## src/verilog/aib_adapt_pkg.sv

```systemverilog
// ==============================
// aib adapter shared definitions
// ==============================
`default_nettype none

package aib_adapt_pkg;

  // ==============================
  // widths
  // ==============================
  localparam int BEAT_W    = 40;
  localparam int PAYLOAD_W = 39;
  localparam int WORD_W    = 78;
  localparam int SB_LEN    = 81;
  localparam int SB_CNT_W  = $clog2(SB_LEN);
  localparam int DLY_MAX   = 7;
  localparam int DLY_W     = $clog2(DLY_MAX + 1);
  localparam int CFG_AW    = 3;
  localparam int CFG_DW    = 32;
  localparam int SB_HI_W   = SB_LEN - 2 * CFG_DW; // upper sideband slice, 17 bits

  // ==============================
  // register map
  // ==============================
  localparam logic [CFG_AW-1:0] REG_RX_CTRL = 3'd0; // wa_en, rx_dly
  localparam logic [CFG_AW-1:0] REG_TX_CTRL = 3'd1; // lpbk_en, tx_dly
  localparam logic [CFG_AW-1:0] REG_SB_TX0  = 3'd2;
  localparam logic [CFG_AW-1:0] REG_SB_TX1  = 3'd3;
  localparam logic [CFG_AW-1:0] REG_SB_TX2  = 3'd4;
  localparam logic [CFG_AW-1:0] REG_SB_RX0  = 3'd5;
  localparam logic [CFG_AW-1:0] REG_SB_RX1  = 3'd6;
  localparam logic [CFG_AW-1:0] REG_SB_RX2  = 3'd7;

  localparam int SB_TX_EN_BIT = 78; // far side tx transfer enable
  localparam int SB_RX_EN_BIT = 75;

  typedef struct packed {
    logic                 marker;  // 1 on first beat of a word
    logic [PAYLOAD_W-1:0] payload;
  } beat_t;

  typedef struct packed {
    logic             wa_en;
    logic [DLY_W-1:0] rx_dly;
    logic             lpbk_en;
    logic [DLY_W-1:0] tx_dly;
  } adapt_cfg_t;

  typedef struct packed {
    logic              read;
    logic              write;
    logic [CFG_AW-1:0] addr;
    logic [CFG_DW-1:0] wdata;
  } cfg_req_t;

  typedef struct packed {
    logic [CFG_DW-1:0] rdata;
    logic              rdatavld;
    logic              waitreq;
  } cfg_rsp_t;

endpackage

`default_nettype wire

```

## src/verilog/aib_adapt_phcomp_dly.sv

```systemverilog
// ==============================
// phase comp delay line
// ==============================
`default_nettype none

module aib_adapt_phcomp_dly #(
  parameter type payload_t = logic [aib_adapt_pkg::BEAT_W-1:0]
) (
  input  wire                             fs_fwd_clk,
  input  wire                             adpt_rstn_sync_fsfwdclk,
  input  wire [aib_adapt_pkg::DLY_W-1:0]  i_dly,
  input  wire                             i_vld,
  input  wire payload_t                   i_data,
  output logic                            o_vld,
  output payload_t                        o_data
);
  import aib_adapt_pkg::*;

  logic [DLY_MAX:0] vld_q;
  payload_t         dat_q [DLY_MAX+1];

  always_ff @(posedge fs_fwd_clk or negedge adpt_rstn_sync_fsfwdclk)
  begin
    if (!adpt_rstn_sync_fsfwdclk)
      vld_q <= '0;
    else
      vld_q <= {vld_q[DLY_MAX-1:0], i_vld};
  end

  always_ff @(posedge fs_fwd_clk)
  begin
    dat_q[0] <= i_data;
    for (int k = 1; k <= DLY_MAX; k++)
      dat_q[k] <= dat_q[k-1];
  end

  assign o_vld  = vld_q[i_dly];  // tap 0 is one cycle
  assign o_data = dat_q[i_dly];

endmodule

`default_nettype wire

```

## src/verilog/aib_adapt_csr.sv

```systemverilog
// ==============================
// adapter config registers
// ==============================
`default_nettype none

module aib_adapt_csr (
  input  wire                               fs_fwd_clk,
  input  wire                               adpt_rstn_sync_fsfwdclk,
  input  wire aib_adapt_pkg::cfg_req_t      i_cfg_req,
  output aib_adapt_pkg::cfg_rsp_t           o_cfg_rsp,
  output aib_adapt_pkg::adapt_cfg_t         o_cfg,
  output logic [aib_adapt_pkg::SB_LEN-1:0]  o_sb_tx_word,
  input  wire  [aib_adapt_pkg::SB_LEN-1:0]  i_sb_rx_word
);
  import aib_adapt_pkg::*;

  logic              req;
  logic              accept;
  logic              ack_q;       // the one cycle with waitreq low
  logic              rdatavld_q;
  logic [DLY_W:0]    rx_ctrl_q;
  logic [DLY_W:0]    tx_ctrl_q;
  logic [CFG_DW-1:0] sb_tx0_q;
  logic [CFG_DW-1:0] sb_tx1_q;
  logic [SB_HI_W-1:0] sb_tx2_q;
  logic [CFG_DW-1:0] rd_mux;
  logic [CFG_DW-1:0] rdata_q;

  assign req    = i_cfg_req.read | i_cfg_req.write;
  assign accept = ack_q & req;

  always_ff @(posedge fs_fwd_clk or negedge adpt_rstn_sync_fsfwdclk)
  begin
    if (!adpt_rstn_sync_fsfwdclk)
    begin
      ack_q      <= 1'b0;
      rdatavld_q <= 1'b0;
      rx_ctrl_q  <= '0;
      tx_ctrl_q  <= '0;
      sb_tx0_q   <= '0;
      sb_tx1_q   <= '0;
      sb_tx2_q   <= '0;
    end
    else
    begin
      ack_q      <= req & ~ack_q;
      rdatavld_q <= accept & i_cfg_req.read;
      if (accept && i_cfg_req.write)
      begin
        case (i_cfg_req.addr)
          REG_RX_CTRL: rx_ctrl_q <= i_cfg_req.wdata[DLY_W:0];
          REG_TX_CTRL: tx_ctrl_q <= i_cfg_req.wdata[DLY_W:0];
          REG_SB_TX0:  sb_tx0_q  <= i_cfg_req.wdata;
          REG_SB_TX1:  sb_tx1_q  <= i_cfg_req.wdata;
          REG_SB_TX2:  sb_tx2_q  <= i_cfg_req.wdata[SB_HI_W-1:0];
          default:     ;  // rx sideband is read only
        endcase
      end
    end
  end

  always_comb
  begin
    rd_mux = '0;
    case (i_cfg_req.addr)
      REG_RX_CTRL: rd_mux[DLY_W:0]   = rx_ctrl_q;
      REG_TX_CTRL: rd_mux[DLY_W:0]   = tx_ctrl_q;
      REG_SB_TX0:  rd_mux            = sb_tx0_q;
      REG_SB_TX1:  rd_mux            = sb_tx1_q;
      REG_SB_TX2:  rd_mux[SB_HI_W-1:0] = sb_tx2_q;
      REG_SB_RX0:  rd_mux            = i_sb_rx_word[CFG_DW-1:0];
      REG_SB_RX1:  rd_mux            = i_sb_rx_word[2*CFG_DW-1:CFG_DW];
      REG_SB_RX2:  rd_mux[SB_HI_W-1:0] = i_sb_rx_word[SB_LEN-1:2*CFG_DW];
      default:     rd_mux            = '0;
    endcase
  end

  always_ff @(posedge fs_fwd_clk)
  begin
    if (accept)
      rdata_q <= rd_mux;
  end

  assign o_cfg_rsp.rdata    = rdata_q;
  assign o_cfg_rsp.rdatavld = rdatavld_q;
  assign o_cfg_rsp.waitreq  = ~ack_q;  // high while idle

  assign o_cfg.wa_en   = rx_ctrl_q[0];
  assign o_cfg.rx_dly  = rx_ctrl_q[DLY_W:1];
  assign o_cfg.lpbk_en = tx_ctrl_q[0];
  assign o_cfg.tx_dly  = tx_ctrl_q[DLY_W:1];
  assign o_sb_tx_word  = {sb_tx2_q, sb_tx1_q, sb_tx0_q};

endmodule

`default_nettype wire

```

## src/verilog/aib_adapt_txchnl.sv

```systemverilog
// ==============================
// adapter transmit channel
// ==============================
`default_nettype none

module aib_adapt_txchnl (
  input  wire                              fs_fwd_clk,
  input  wire                              adpt_rstn_sync_fsfwdclk,
  input  wire aib_adapt_pkg::adapt_cfg_t   i_cfg,
  input  wire  [aib_adapt_pkg::WORD_W-1:0] i_data_in,
  input  wire                              i_tx_valid,
  output logic                             o_tx_ready,
  input  wire  [aib_adapt_pkg::BEAT_W-1:0] i_din,
  output logic [aib_adapt_pkg::BEAT_W-1:0] o_dout
);
  import aib_adapt_pkg::*;

  typedef enum logic {ST_FREE, ST_LOW} seq_t;

  seq_t              state_q;     // ST_LOW while the first beat is out
  logic              hi_vld_q;    // second beat out this cycle
  logic [WORD_W-1:0] word_q;
  beat_t             seq_beat;
  logic              seq_vld;
  beat_t             dly_beat;
  logic              dly_vld;
  beat_t             out_beat;
  logic              out_vld;

  // ready only with a word pending, so it doubles as accept
  assign o_tx_ready = i_tx_valid & ~i_cfg.lpbk_en & (state_q == ST_FREE);

  always_ff @(posedge fs_fwd_clk or negedge adpt_rstn_sync_fsfwdclk)
  begin
    if (!adpt_rstn_sync_fsfwdclk)
    begin
      state_q  <= ST_FREE;
      hi_vld_q <= 1'b0;
    end
    else
    begin
      state_q  <= o_tx_ready ? ST_LOW : ST_FREE;
      hi_vld_q <= (state_q == ST_LOW);
    end
  end

  always_ff @(posedge fs_fwd_clk)
  begin
    if (o_tx_ready)
      word_q <= i_data_in;
  end

  always_comb
  begin
    seq_beat.marker  = (state_q == ST_LOW);
    seq_beat.payload = (state_q == ST_LOW) ? word_q[PAYLOAD_W-1:0]
                                           : word_q[WORD_W-1:PAYLOAD_W];
  end
  assign seq_vld = (state_q == ST_LOW) | hi_vld_q;

  // loopback takes every rx beat
  assign dly_beat = i_cfg.lpbk_en ? beat_t'(i_din) : seq_beat;
  assign dly_vld  = i_cfg.lpbk_en | seq_vld;

  aib_adapt_phcomp_dly #(.payload_t(beat_t)) u_tx_dly (
    .fs_fwd_clk              (fs_fwd_clk),
    .adpt_rstn_sync_fsfwdclk (adpt_rstn_sync_fsfwdclk),
    .i_dly                   (i_cfg.tx_dly),
    .i_vld                   (dly_vld),
    .i_data                  (dly_beat),
    .o_vld                   (out_vld),
    .o_data                  (out_beat)
  );

  assign o_dout = out_vld ? out_beat : '0;  // idle beats are zero

endmodule

`default_nettype wire

```

## src/verilog/aib_adapt_rxchnl.sv

```systemverilog
// ==============================
// adapter receive channel
// ==============================
`default_nettype none

module aib_adapt_rxchnl (
  input  wire                              fs_fwd_clk,
  input  wire                              adpt_rstn_sync_fsfwdclk,
  input  wire aib_adapt_pkg::adapt_cfg_t   i_cfg,
  input  wire  [aib_adapt_pkg::BEAT_W-1:0] i_din,
  output wire  [aib_adapt_pkg::WORD_W-1:0] o_data_out,
  output wire                              o_rx_valid,
  output logic                             o_align_done
);
  import aib_adapt_pkg::*;

  beat_t                din_beat;
  logic                 have_first_q;  // first beat of a pair is held
  logic [PAYLOAD_W-1:0] first_pld_q;
  logic                 first_mrk_q;   // marker of the held beat
  logic                 pair_ok;
  logic                 start_ok;
  logic                 align_q;
  logic [WORD_W-1:0]    word;

  assign din_beat = i_din;

  // ==============================
  // marker check
  // ==============================
  // with alignment on a pair is marker 1 then marker 0,
  // otherwise beats pair in arrival order
  assign pair_ok  = have_first_q & (~i_cfg.wa_en | (first_mrk_q & ~din_beat.marker));
  assign start_ok = ~i_cfg.wa_en | din_beat.marker;

  always_ff @(posedge fs_fwd_clk or negedge adpt_rstn_sync_fsfwdclk)
  begin
    if (!adpt_rstn_sync_fsfwdclk)
    begin
      have_first_q <= 1'b0;
      align_q      <= 1'b0;
    end
    else
    begin
      have_first_q <= ~pair_ok & start_ok;  // a repeated marker restarts the pair
      if (!i_cfg.wa_en)
        align_q <= 1'b0;
      else if (pair_ok)
        align_q <= 1'b1;
    end
  end

  always_ff @(posedge fs_fwd_clk)
  begin
    if (!pair_ok && start_ok)
    begin
      first_pld_q <= din_beat.payload;
      first_mrk_q <= din_beat.marker;
    end
  end

  assign word         = {din_beat.payload, first_pld_q};  // second beat on top
  assign o_align_done = align_q;

  aib_adapt_phcomp_dly #(.payload_t(logic [WORD_W-1:0])) u_rx_dly (
    .fs_fwd_clk              (fs_fwd_clk),
    .adpt_rstn_sync_fsfwdclk (adpt_rstn_sync_fsfwdclk),
    .i_dly                   (i_cfg.rx_dly),
    .i_vld                   (pair_ok),
    .i_data                  (word),
    .o_vld                   (o_rx_valid),
    .o_data                  (o_data_out)
  );

endmodule

`default_nettype wire

```

## src/verilog/aib_adapt_sr_ms.sv

```systemverilog
// ==============================
// master sideband shift register
// ==============================
`default_nettype none

module aib_adapt_sr_ms (
  input  wire                              fs_fwd_clk,
  input  wire                              adpt_rstn_sync_fsfwdclk,
  input  wire  [aib_adapt_pkg::SB_LEN-1:0] i_sb_tx_word,
  output logic [aib_adapt_pkg::SB_LEN-1:0] o_sb_rx_word,
  output logic                             o_std_out,
  output logic                             o_stl_out,
  input  wire                              i_srd,
  input  wire                              i_srl,
  output logic                             o_ms_tx_transfer_en,
  output logic                             o_ms_rx_transfer_en
);
  import aib_adapt_pkg::*;

  logic [SB_CNT_W-1:0] tx_cnt_q;
  logic [SB_LEN-1:0]   tx_sr_q;
  logic                stl_q;
  logic [SB_CNT_W-1:0] rx_cnt_q;    // bits captured so far
  logic                rx_act_q;
  logic [SB_LEN-2:0]   rx_sr_q;
  logic [SB_LEN-1:0]   rx_word_q;
  logic                frame_end;

  // ==============================
  // serializer
  // ==============================
  always_ff @(posedge fs_fwd_clk or negedge adpt_rstn_sync_fsfwdclk)
  begin
    if (!adpt_rstn_sync_fsfwdclk)
    begin
      tx_cnt_q <= SB_CNT_W'(SB_LEN - 1);  // load on first edge
      tx_sr_q  <= '0;
      stl_q    <= 1'b0;
    end
    else if (tx_cnt_q == SB_CNT_W'(SB_LEN - 1))
    begin
      tx_cnt_q <= '0;
      tx_sr_q  <= i_sb_tx_word;
      stl_q    <= 1'b1;
    end
    else
    begin
      tx_cnt_q <= tx_cnt_q + 1'b1;
      tx_sr_q  <= {tx_sr_q[SB_LEN-2:0], 1'b0};
      stl_q    <= 1'b0;
    end
  end

  assign o_std_out = tx_sr_q[SB_LEN-1];  // msb first
  assign o_stl_out = stl_q;

  // ==============================
  // deserializer
  // ==============================
  assign frame_end = rx_act_q & (rx_cnt_q == SB_CNT_W'(SB_LEN - 1));

  always_ff @(posedge fs_fwd_clk or negedge adpt_rstn_sync_fsfwdclk)
  begin
    if (!adpt_rstn_sync_fsfwdclk)
    begin
      rx_act_q  <= 1'b0;
      rx_cnt_q  <= '0;
      rx_word_q <= '0;
    end
    else if (i_srl)
    begin
      rx_act_q <= 1'b1;  // bit 80 arrives with srl
      rx_cnt_q <= SB_CNT_W'(1);
    end
    else if (rx_act_q)
    begin
      rx_cnt_q <= rx_cnt_q + 1'b1;
      if (frame_end)
      begin
        rx_act_q  <= 1'b0;
        rx_word_q <= {rx_sr_q, i_srd};
      end
    end
  end

  always_ff @(posedge fs_fwd_clk)
  begin
    rx_sr_q <= {rx_sr_q[SB_LEN-3:0], i_srd};
  end

  assign o_sb_rx_word        = rx_word_q;
  assign o_ms_tx_transfer_en = rx_word_q[SB_TX_EN_BIT];
  assign o_ms_rx_transfer_en = rx_word_q[SB_RX_EN_BIT];

endmodule

`default_nettype wire

```

## src/verilog/aib_adapt.sv

```systemverilog
// ==============================
// aib adapter channel top
// ==============================
`default_nettype none

module aib_adapt (
  input  wire                                  fs_fwd_clk,
  input  wire                                  adpt_rstn_sync_fsfwdclk,
  input  wire aib_adapt_pkg::cfg_req_t         i_cfg_req,
  output wire aib_adapt_pkg::cfg_rsp_t         o_cfg_rsp,
  input  wire [aib_adapt_pkg::WORD_W-1:0]      i_data_in,     // from mac
  input  wire                                  i_tx_valid,
  output wire                                  o_tx_ready,
  output wire [aib_adapt_pkg::BEAT_W-1:0]      o_dout,        // to io buffer
  input  wire [aib_adapt_pkg::BEAT_W-1:0]      i_din,         // from io buffer
  output wire [aib_adapt_pkg::WORD_W-1:0]      o_data_out,    // to mac
  output wire                                  o_rx_valid,
  output wire                                  o_align_done,
  output wire                                  o_std_out,
  output wire                                  o_stl_out,
  input  wire                                  i_srd,
  input  wire                                  i_srl,
  output wire                                  o_ms_tx_transfer_en,
  output wire                                  o_ms_rx_transfer_en,
  output wire [aib_adapt_pkg::SB_LEN-1:0]      o_ms_sideband
);
  import aib_adapt_pkg::*;

  wire adapt_cfg_t        cfg;
  wire [SB_LEN-1:0]       sb_tx_word;

  aib_adapt_csr u_csr (
    .fs_fwd_clk              (fs_fwd_clk),
    .adpt_rstn_sync_fsfwdclk (adpt_rstn_sync_fsfwdclk),
    .i_cfg_req               (i_cfg_req),
    .o_cfg_rsp               (o_cfg_rsp),
    .o_cfg                   (cfg),
    .o_sb_tx_word            (sb_tx_word),
    .i_sb_rx_word            (o_ms_sideband)  // read back of received frame
  );

  aib_adapt_txchnl u_txchnl (
    .fs_fwd_clk              (fs_fwd_clk),
    .adpt_rstn_sync_fsfwdclk (adpt_rstn_sync_fsfwdclk),
    .i_cfg                   (cfg),
    .i_data_in               (i_data_in),
    .i_tx_valid              (i_tx_valid),
    .o_tx_ready              (o_tx_ready),
    .i_din                   (i_din),
    .o_dout                  (o_dout)
  );

  aib_adapt_rxchnl u_rxchnl (
    .fs_fwd_clk              (fs_fwd_clk),
    .adpt_rstn_sync_fsfwdclk (adpt_rstn_sync_fsfwdclk),
    .i_cfg                   (cfg),
    .i_din                   (i_din),
    .o_data_out              (o_data_out),
    .o_rx_valid              (o_rx_valid),
    .o_align_done            (o_align_done)
  );

  aib_adapt_sr_ms u_sr_ms (
    .fs_fwd_clk              (fs_fwd_clk),
    .adpt_rstn_sync_fsfwdclk (adpt_rstn_sync_fsfwdclk),
    .i_sb_tx_word            (sb_tx_word),
    .o_sb_rx_word            (o_ms_sideband),
    .o_std_out               (o_std_out),
    .o_stl_out               (o_stl_out),
    .i_srd                   (i_srd),
    .i_srl                   (i_srl),
    .o_ms_tx_transfer_en     (o_ms_tx_transfer_en),
    .o_ms_rx_transfer_en     (o_ms_rx_transfer_en)
  );

endmodule

`default_nettype wire

```

## config.mk

```make
export PLATFORM = sky130hd
export DESIGN_NAME = aib_adapt
export DESIGN_NICKNAME = d
export VERILOG_FILES = /design/src/verilog/aib_adapt_pkg.sv /design/src/verilog/aib_adapt_phcomp_dly.sv /design/src/verilog/aib_adapt_csr.sv /design/src/verilog/aib_adapt_txchnl.sv /design/src/verilog/aib_adapt_rxchnl.sv /design/src/verilog/aib_adapt_sr_ms.sv /design/src/verilog/aib_adapt.sv
export SDC_FILE = /design/constraint.sdc
export NUM_CORES = 1
export LEC_CHECK = 0
export BUFFER_PORTS_ARGS = -buffer_cell sky130_fd_sc_hd__buf_2
export CORE_MARGIN = 1.5
export CORE_UTILIZATION = 58
export CTS_CLUSTER_SIZE = 8
export DETAILED_ROUTE_END_ITERATION = 10
export HOLD_SLACK_MARGIN = 0.1
export PLACE_DENSITY = 0.85
export SYNTH_ARGS = -nofsm -noshare
export SYNTH_HDL_FRONTEND = slang
export SYNTH_HIERARCHICAL = 1
export SYNTH_SLANG_ARGS = --single-unit
```

## constraint.sdc

```tcl
create_clock -name fs_fwd_clk -period 8.1 [get_ports fs_fwd_clk]
set_input_delay 0 -clock fs_fwd_clk [delete_from_list [all_inputs] [get_ports fs_fwd_clk]]
set_output_delay 0 -clock fs_fwd_clk [all_outputs]
set_load 0.02 [all_outputs]
```

==> summary.md <==
| Metric | Value |
|---|---|
| Initial DRC Count | 2143 |
| Initial antenna violation count | 4 |
| Slew headroom | 10.3% |
| Vias in the first global route | 29600 |
| Switching share of power | 28.6% |
| Synth Flop Type | dfxtp_1 |
| Syn Nets | 2786 |
| Critical Path Fanout Max | 39 |
| P_int | 15100 uW |
| CTS Buf Count | 200 |
| Post-synth cell types | 58 |
| RSZ-0062 raised after global routing | false |
| Worst Setup End Kind | output port |
| Root buffer cell | clkbuf_16 |
| Final setup TNS | 0 ps |
| Crit-path cells | buf_4 -> buf_4 -> mux4_2 -> mux2_2 -> buf_2 |
| Vias | 26700 |
| Crit share post-route | 52.1% |
| Vias per std cell | 5.81 |
| Initial core utilization | 58.5% |
| PwrDens | 365 nW/um2 |
| Worst Hold Class | in2reg |
| Met1 wire length | 46.6 mm |
| Clock latency on the worst-skew pair | 790 ps |
| Final min period | 4220 ps |
| R2r endpoint | u_sr_ms/o_sb_rx_word[64]$_DFFE_PN0P_ |
| Min-Delay Endpoint | u_txchnl/u_tx_dly/dat_q[0][10]$_DFF_P_ |
| Pre-CTS WS | 4670 ps |
| Largest net degree at the start of global routing | 105 |
| Register share of total power | 45.0% |
| Reg2reg setup slack | 5100 ps |
| Hold Crit Depth | 4 |
| Largest cells by area after synthesis | dfxtp_1 (44%), dfrtp_1 (16%), edfxtp_1 (9.7%) |
| Drt total wl | 125 mm |
| Drt first pass iters | 7 |
| Gate Count Post-Synth | 2622 |
| Worst Hold Launch | i_din[10] |
| Worst Tran Pin Value | 1340 ps |
| Final worst slack | 3880 ps |
| Outcome | finished, final reports clean |
| Leak | 0.0245 uW |
| Resize count post-CTS | 0 |
| CTS H-tree lvls | 4 |
| R2R depth | 4 |
| Minimum hold slack | 136 ps |
| Fmax | 0.237 GHz |
| Core area | 79000 um2 |
| Gate power share | 18.1% |
| Fraction of registers with async set/reset | 19.8% |
| First-pass GRT wire length | 188 mm |
| Crit path kind | reg2out |
| Gr usage total | 30.8% |
| Peak supply drop | 241 uV |
| Detailed Place HPWL | 64.5 mm |
| CP bufs+invs | 3 |
| Synth warnings | 6 |
| Die X | 285 um |
| Die area | 81400 um2 |
| CP required | 8100 ps |
| Nets | 3590 |
| Final Max Tran Viols | 0 |
| Peak per-stage delay on the critical path | 810 ps |
| Highest Signal Layer | met4 |
| Post-synth top area cell | dfxtp_1 |
| Routed Antenna Nets | 0 |
| Met3 wire length | 8.58 mm |
| Clk pwr share | 36.9% |
| Clock Pin Slew Worst Setup and Hold Paths | 50 ps |
| Synth-to-layout area growth | 25.0% |
| Seq cells post-synth | 1463 |
| Number of synthesized flops with an enable pin | 150 |
| Longest Clk Path Bufs | 3 |
| GP Congestion | 0.836 |
| I/O Pins | 400 |
| Hold Vio Cnt, Final | 0 |
| TritonCTS clock tree | yes |
| Number of clock sinks | 1463 |
| Max-Cap Viols | 0 |
| Core Rows | 103 |
| Syn Area/Cell | 17.6 um2 |
| Worst Skew | 92.1 ps |
| Die Ht | 285 um |
| Arr. time, crit path | 4220 ps |
| Reg-to-reg startpoint | u_sr_ms/rx_cnt_q[2]$_DFFE_PN0P_ |
| Final setup violation count | 0 |
| Share of layout cells above drive strength 1 | 33.5% |
| Wire per inst | 27.3 um |
| Worst setup SP type | flip-flop |
| Most common cell in the netlist | dfxtp_1 |
| P_sw | 6030 uW |
| Post-route DRC | 0 |
| Seq/Total Area, Yosys | 69.7% |
| Yosys top cell area share | 44.3% |
| Metal2 WL | 64.2 mm |
| Slowest CP cell | dfrtp_4 |
| Buffers on Ports | 399 |
| Most used cell, CP | buf_4 |
| Most frequent cells after synthesis | dfxtp_1 (1024), dfrtp_1 (287), mux2_2 (282) |
| Delay-heaviest family, CP | buffers and inverters |
| Cell area after synthesis | 46300 um2 |
| Gr ovfl total | 0 |
## area by class of cell
class / instances / area [um2]
Antenna cell: 3 / 7.51
Clock inverter: 15 / 440
Tap cell: 1050 / 1310
Timing Repair Buffer: 739 / 5380
Inverter: 8 / 30.0
Multi-Input combinational cell: 1014 / 13000
Sequential cell: 1463 / 32300
Fill cell: 4197 / 21200
Clock buffer: 306 / 5400
## per-layer routing
layer | track usage, % | vias to the layer above
met5 | 0 | -
li1 | - | 11200
met1 | 36.8 | 13800
met2 | 53.1 | 1376
met4 | 14.8 | 0
met3 | 6.68 | 323
## timing repair
item,CTS,global route
setup buffers,0,0
hold endpoints to repair,588,1
endpoints found under the setup margin,0,0
hold buffers,318,1
## cells by family after synthesis
family	synth area share [%]
AOI/OAI and AO/OA	1.66
buffers and inverters	2.34
muxes	24.1
adders and majority gates	0.108
DFF	69.7
xor gates and xnor gates	0.152
and+or+nand+nor	1.96
## worst max-delay path by stage
stage / startpoint / endpoint / slack (ps) / cells after the start
floorplan: u_csr/tx_ctrl_q[0]$_DFFE_PN0P_ / u_txchnl/state_q$_DFF_PN0_ / 520 / 3
global placement: u_csr/rx_ctrl_q[1]$_DFFE_PN0P_ / o_data_out[4] / 4740 / 5
detailed placement: u_csr/rx_ctrl_q[1]$_DFFE_PN0P_ / o_data_out[26] / 4670 / 5
CTS: u_csr/rx_ctrl_q[1]$_DFFE_PN0P_ / o_data_out[26] / 3840 / 5
global route: u_csr/rx_ctrl_q[1]$_DFFE_PN0P_ / o_data_out[4] / 3580 / 5
finish: u_csr/rx_ctrl_q[1]$_DFFE_PN0P_ / o_data_out[4] / 3880 / 5
## worst register-to-register path, delay by kind of cell, from the launching register on
family,cells,cell delay [ps]
buffers and inverters,1,780
flip-flops,1,440
multiplexers,1,370
AND/OR/NAND/NOR,2,1250
## sequential cells by signal, indices dropped and copies added (netlist names), 32 cells and up
name,cells
u_rxchnl/u_rx_dly/dat_q,624
u_txchnl/u_tx_dly/dat_q,320
u_sr_ms/o_sb_rx_word,81
u_sr_ms/tx_sr_q,81
u_sr_ms/rx_sr_q,80
u_txchnl/word_q,78
u_rxchnl/first_pld_q,39
u_csr/rdata_q,32
u_csr/sb_tx0_q,32
u_csr/sb_tx1_q,32
## cells in the final DEF, fill, tap and decap left out, types with 4 or more instances in the layout
cell / netlist / routed
a221o_1: 4 / 4
edfxtp_1: 150 / 150
or3_1: 4 / 4
inv_1: 7 / 7
ha_1: 4 / 4
nor2b_1: 4 / 4
mux2_2: 282 / 282
a22o_1: 23 / 23
nand2b_1: 4 / 4
nor2_1: 26 / 25
mux2_1: 16 / 16
buf_4: 16 / 21
clkinv_16: 0 / 14
mux4_1: 80 / 80
clkbuf_16: 0 / 200
buf_2: 39 / 398
o21ai_0: 19 / 18
mux2_4: 81 / 81
clkbuf_1: 27 / 106
nand3_1: 8 / 8
mux2i_1: 81 / 81
dfxtp_1: 1024 / 1024
a21oi_1: 9 / 9
dlygate4sd3_1: 0 / 318
dfrtp_4: 0 / 6
nand2_1: 72 / 72
mux4_2: 162 / 162
dfrtp_1: 287 / 279
nor2_4: 1 / 4
and2_1: 42 / 42
o21ai_1: 49 / 49
xor2_1: 5 / 5
## per-stage QoR
| stage | cell area, um2 | total power, uW | util (%) | instances |
|---|---|---|---|---|
| after floorplan | 46300 | 11800 | - | 2622 |
| after global placement | 48700 | 12800 | 61.7 | 3955 |
| after detailed placement | 48700 | 13000 | 61.7 | 3955 |
| after CTS | 57800 | 20900 | 73.1 | 4594 |
| after global routing | 57800 | 21700 | 73.2 | 4597 |
| final | 57800 | 21100 | 73.2 | 4598 |
## power by group through the flow
stage	sequential [uW]	clock, uW	combinational, uW
final	9500	7780	3820
after CTS	9420	7770	3700
after floorplan	9130	0	2670
after global placement	9360	0	3430
after global routing	9600	8170	3970
after detailed placement	9490	0	3500
Note: power is estimated with default switching activity, not from simulation.
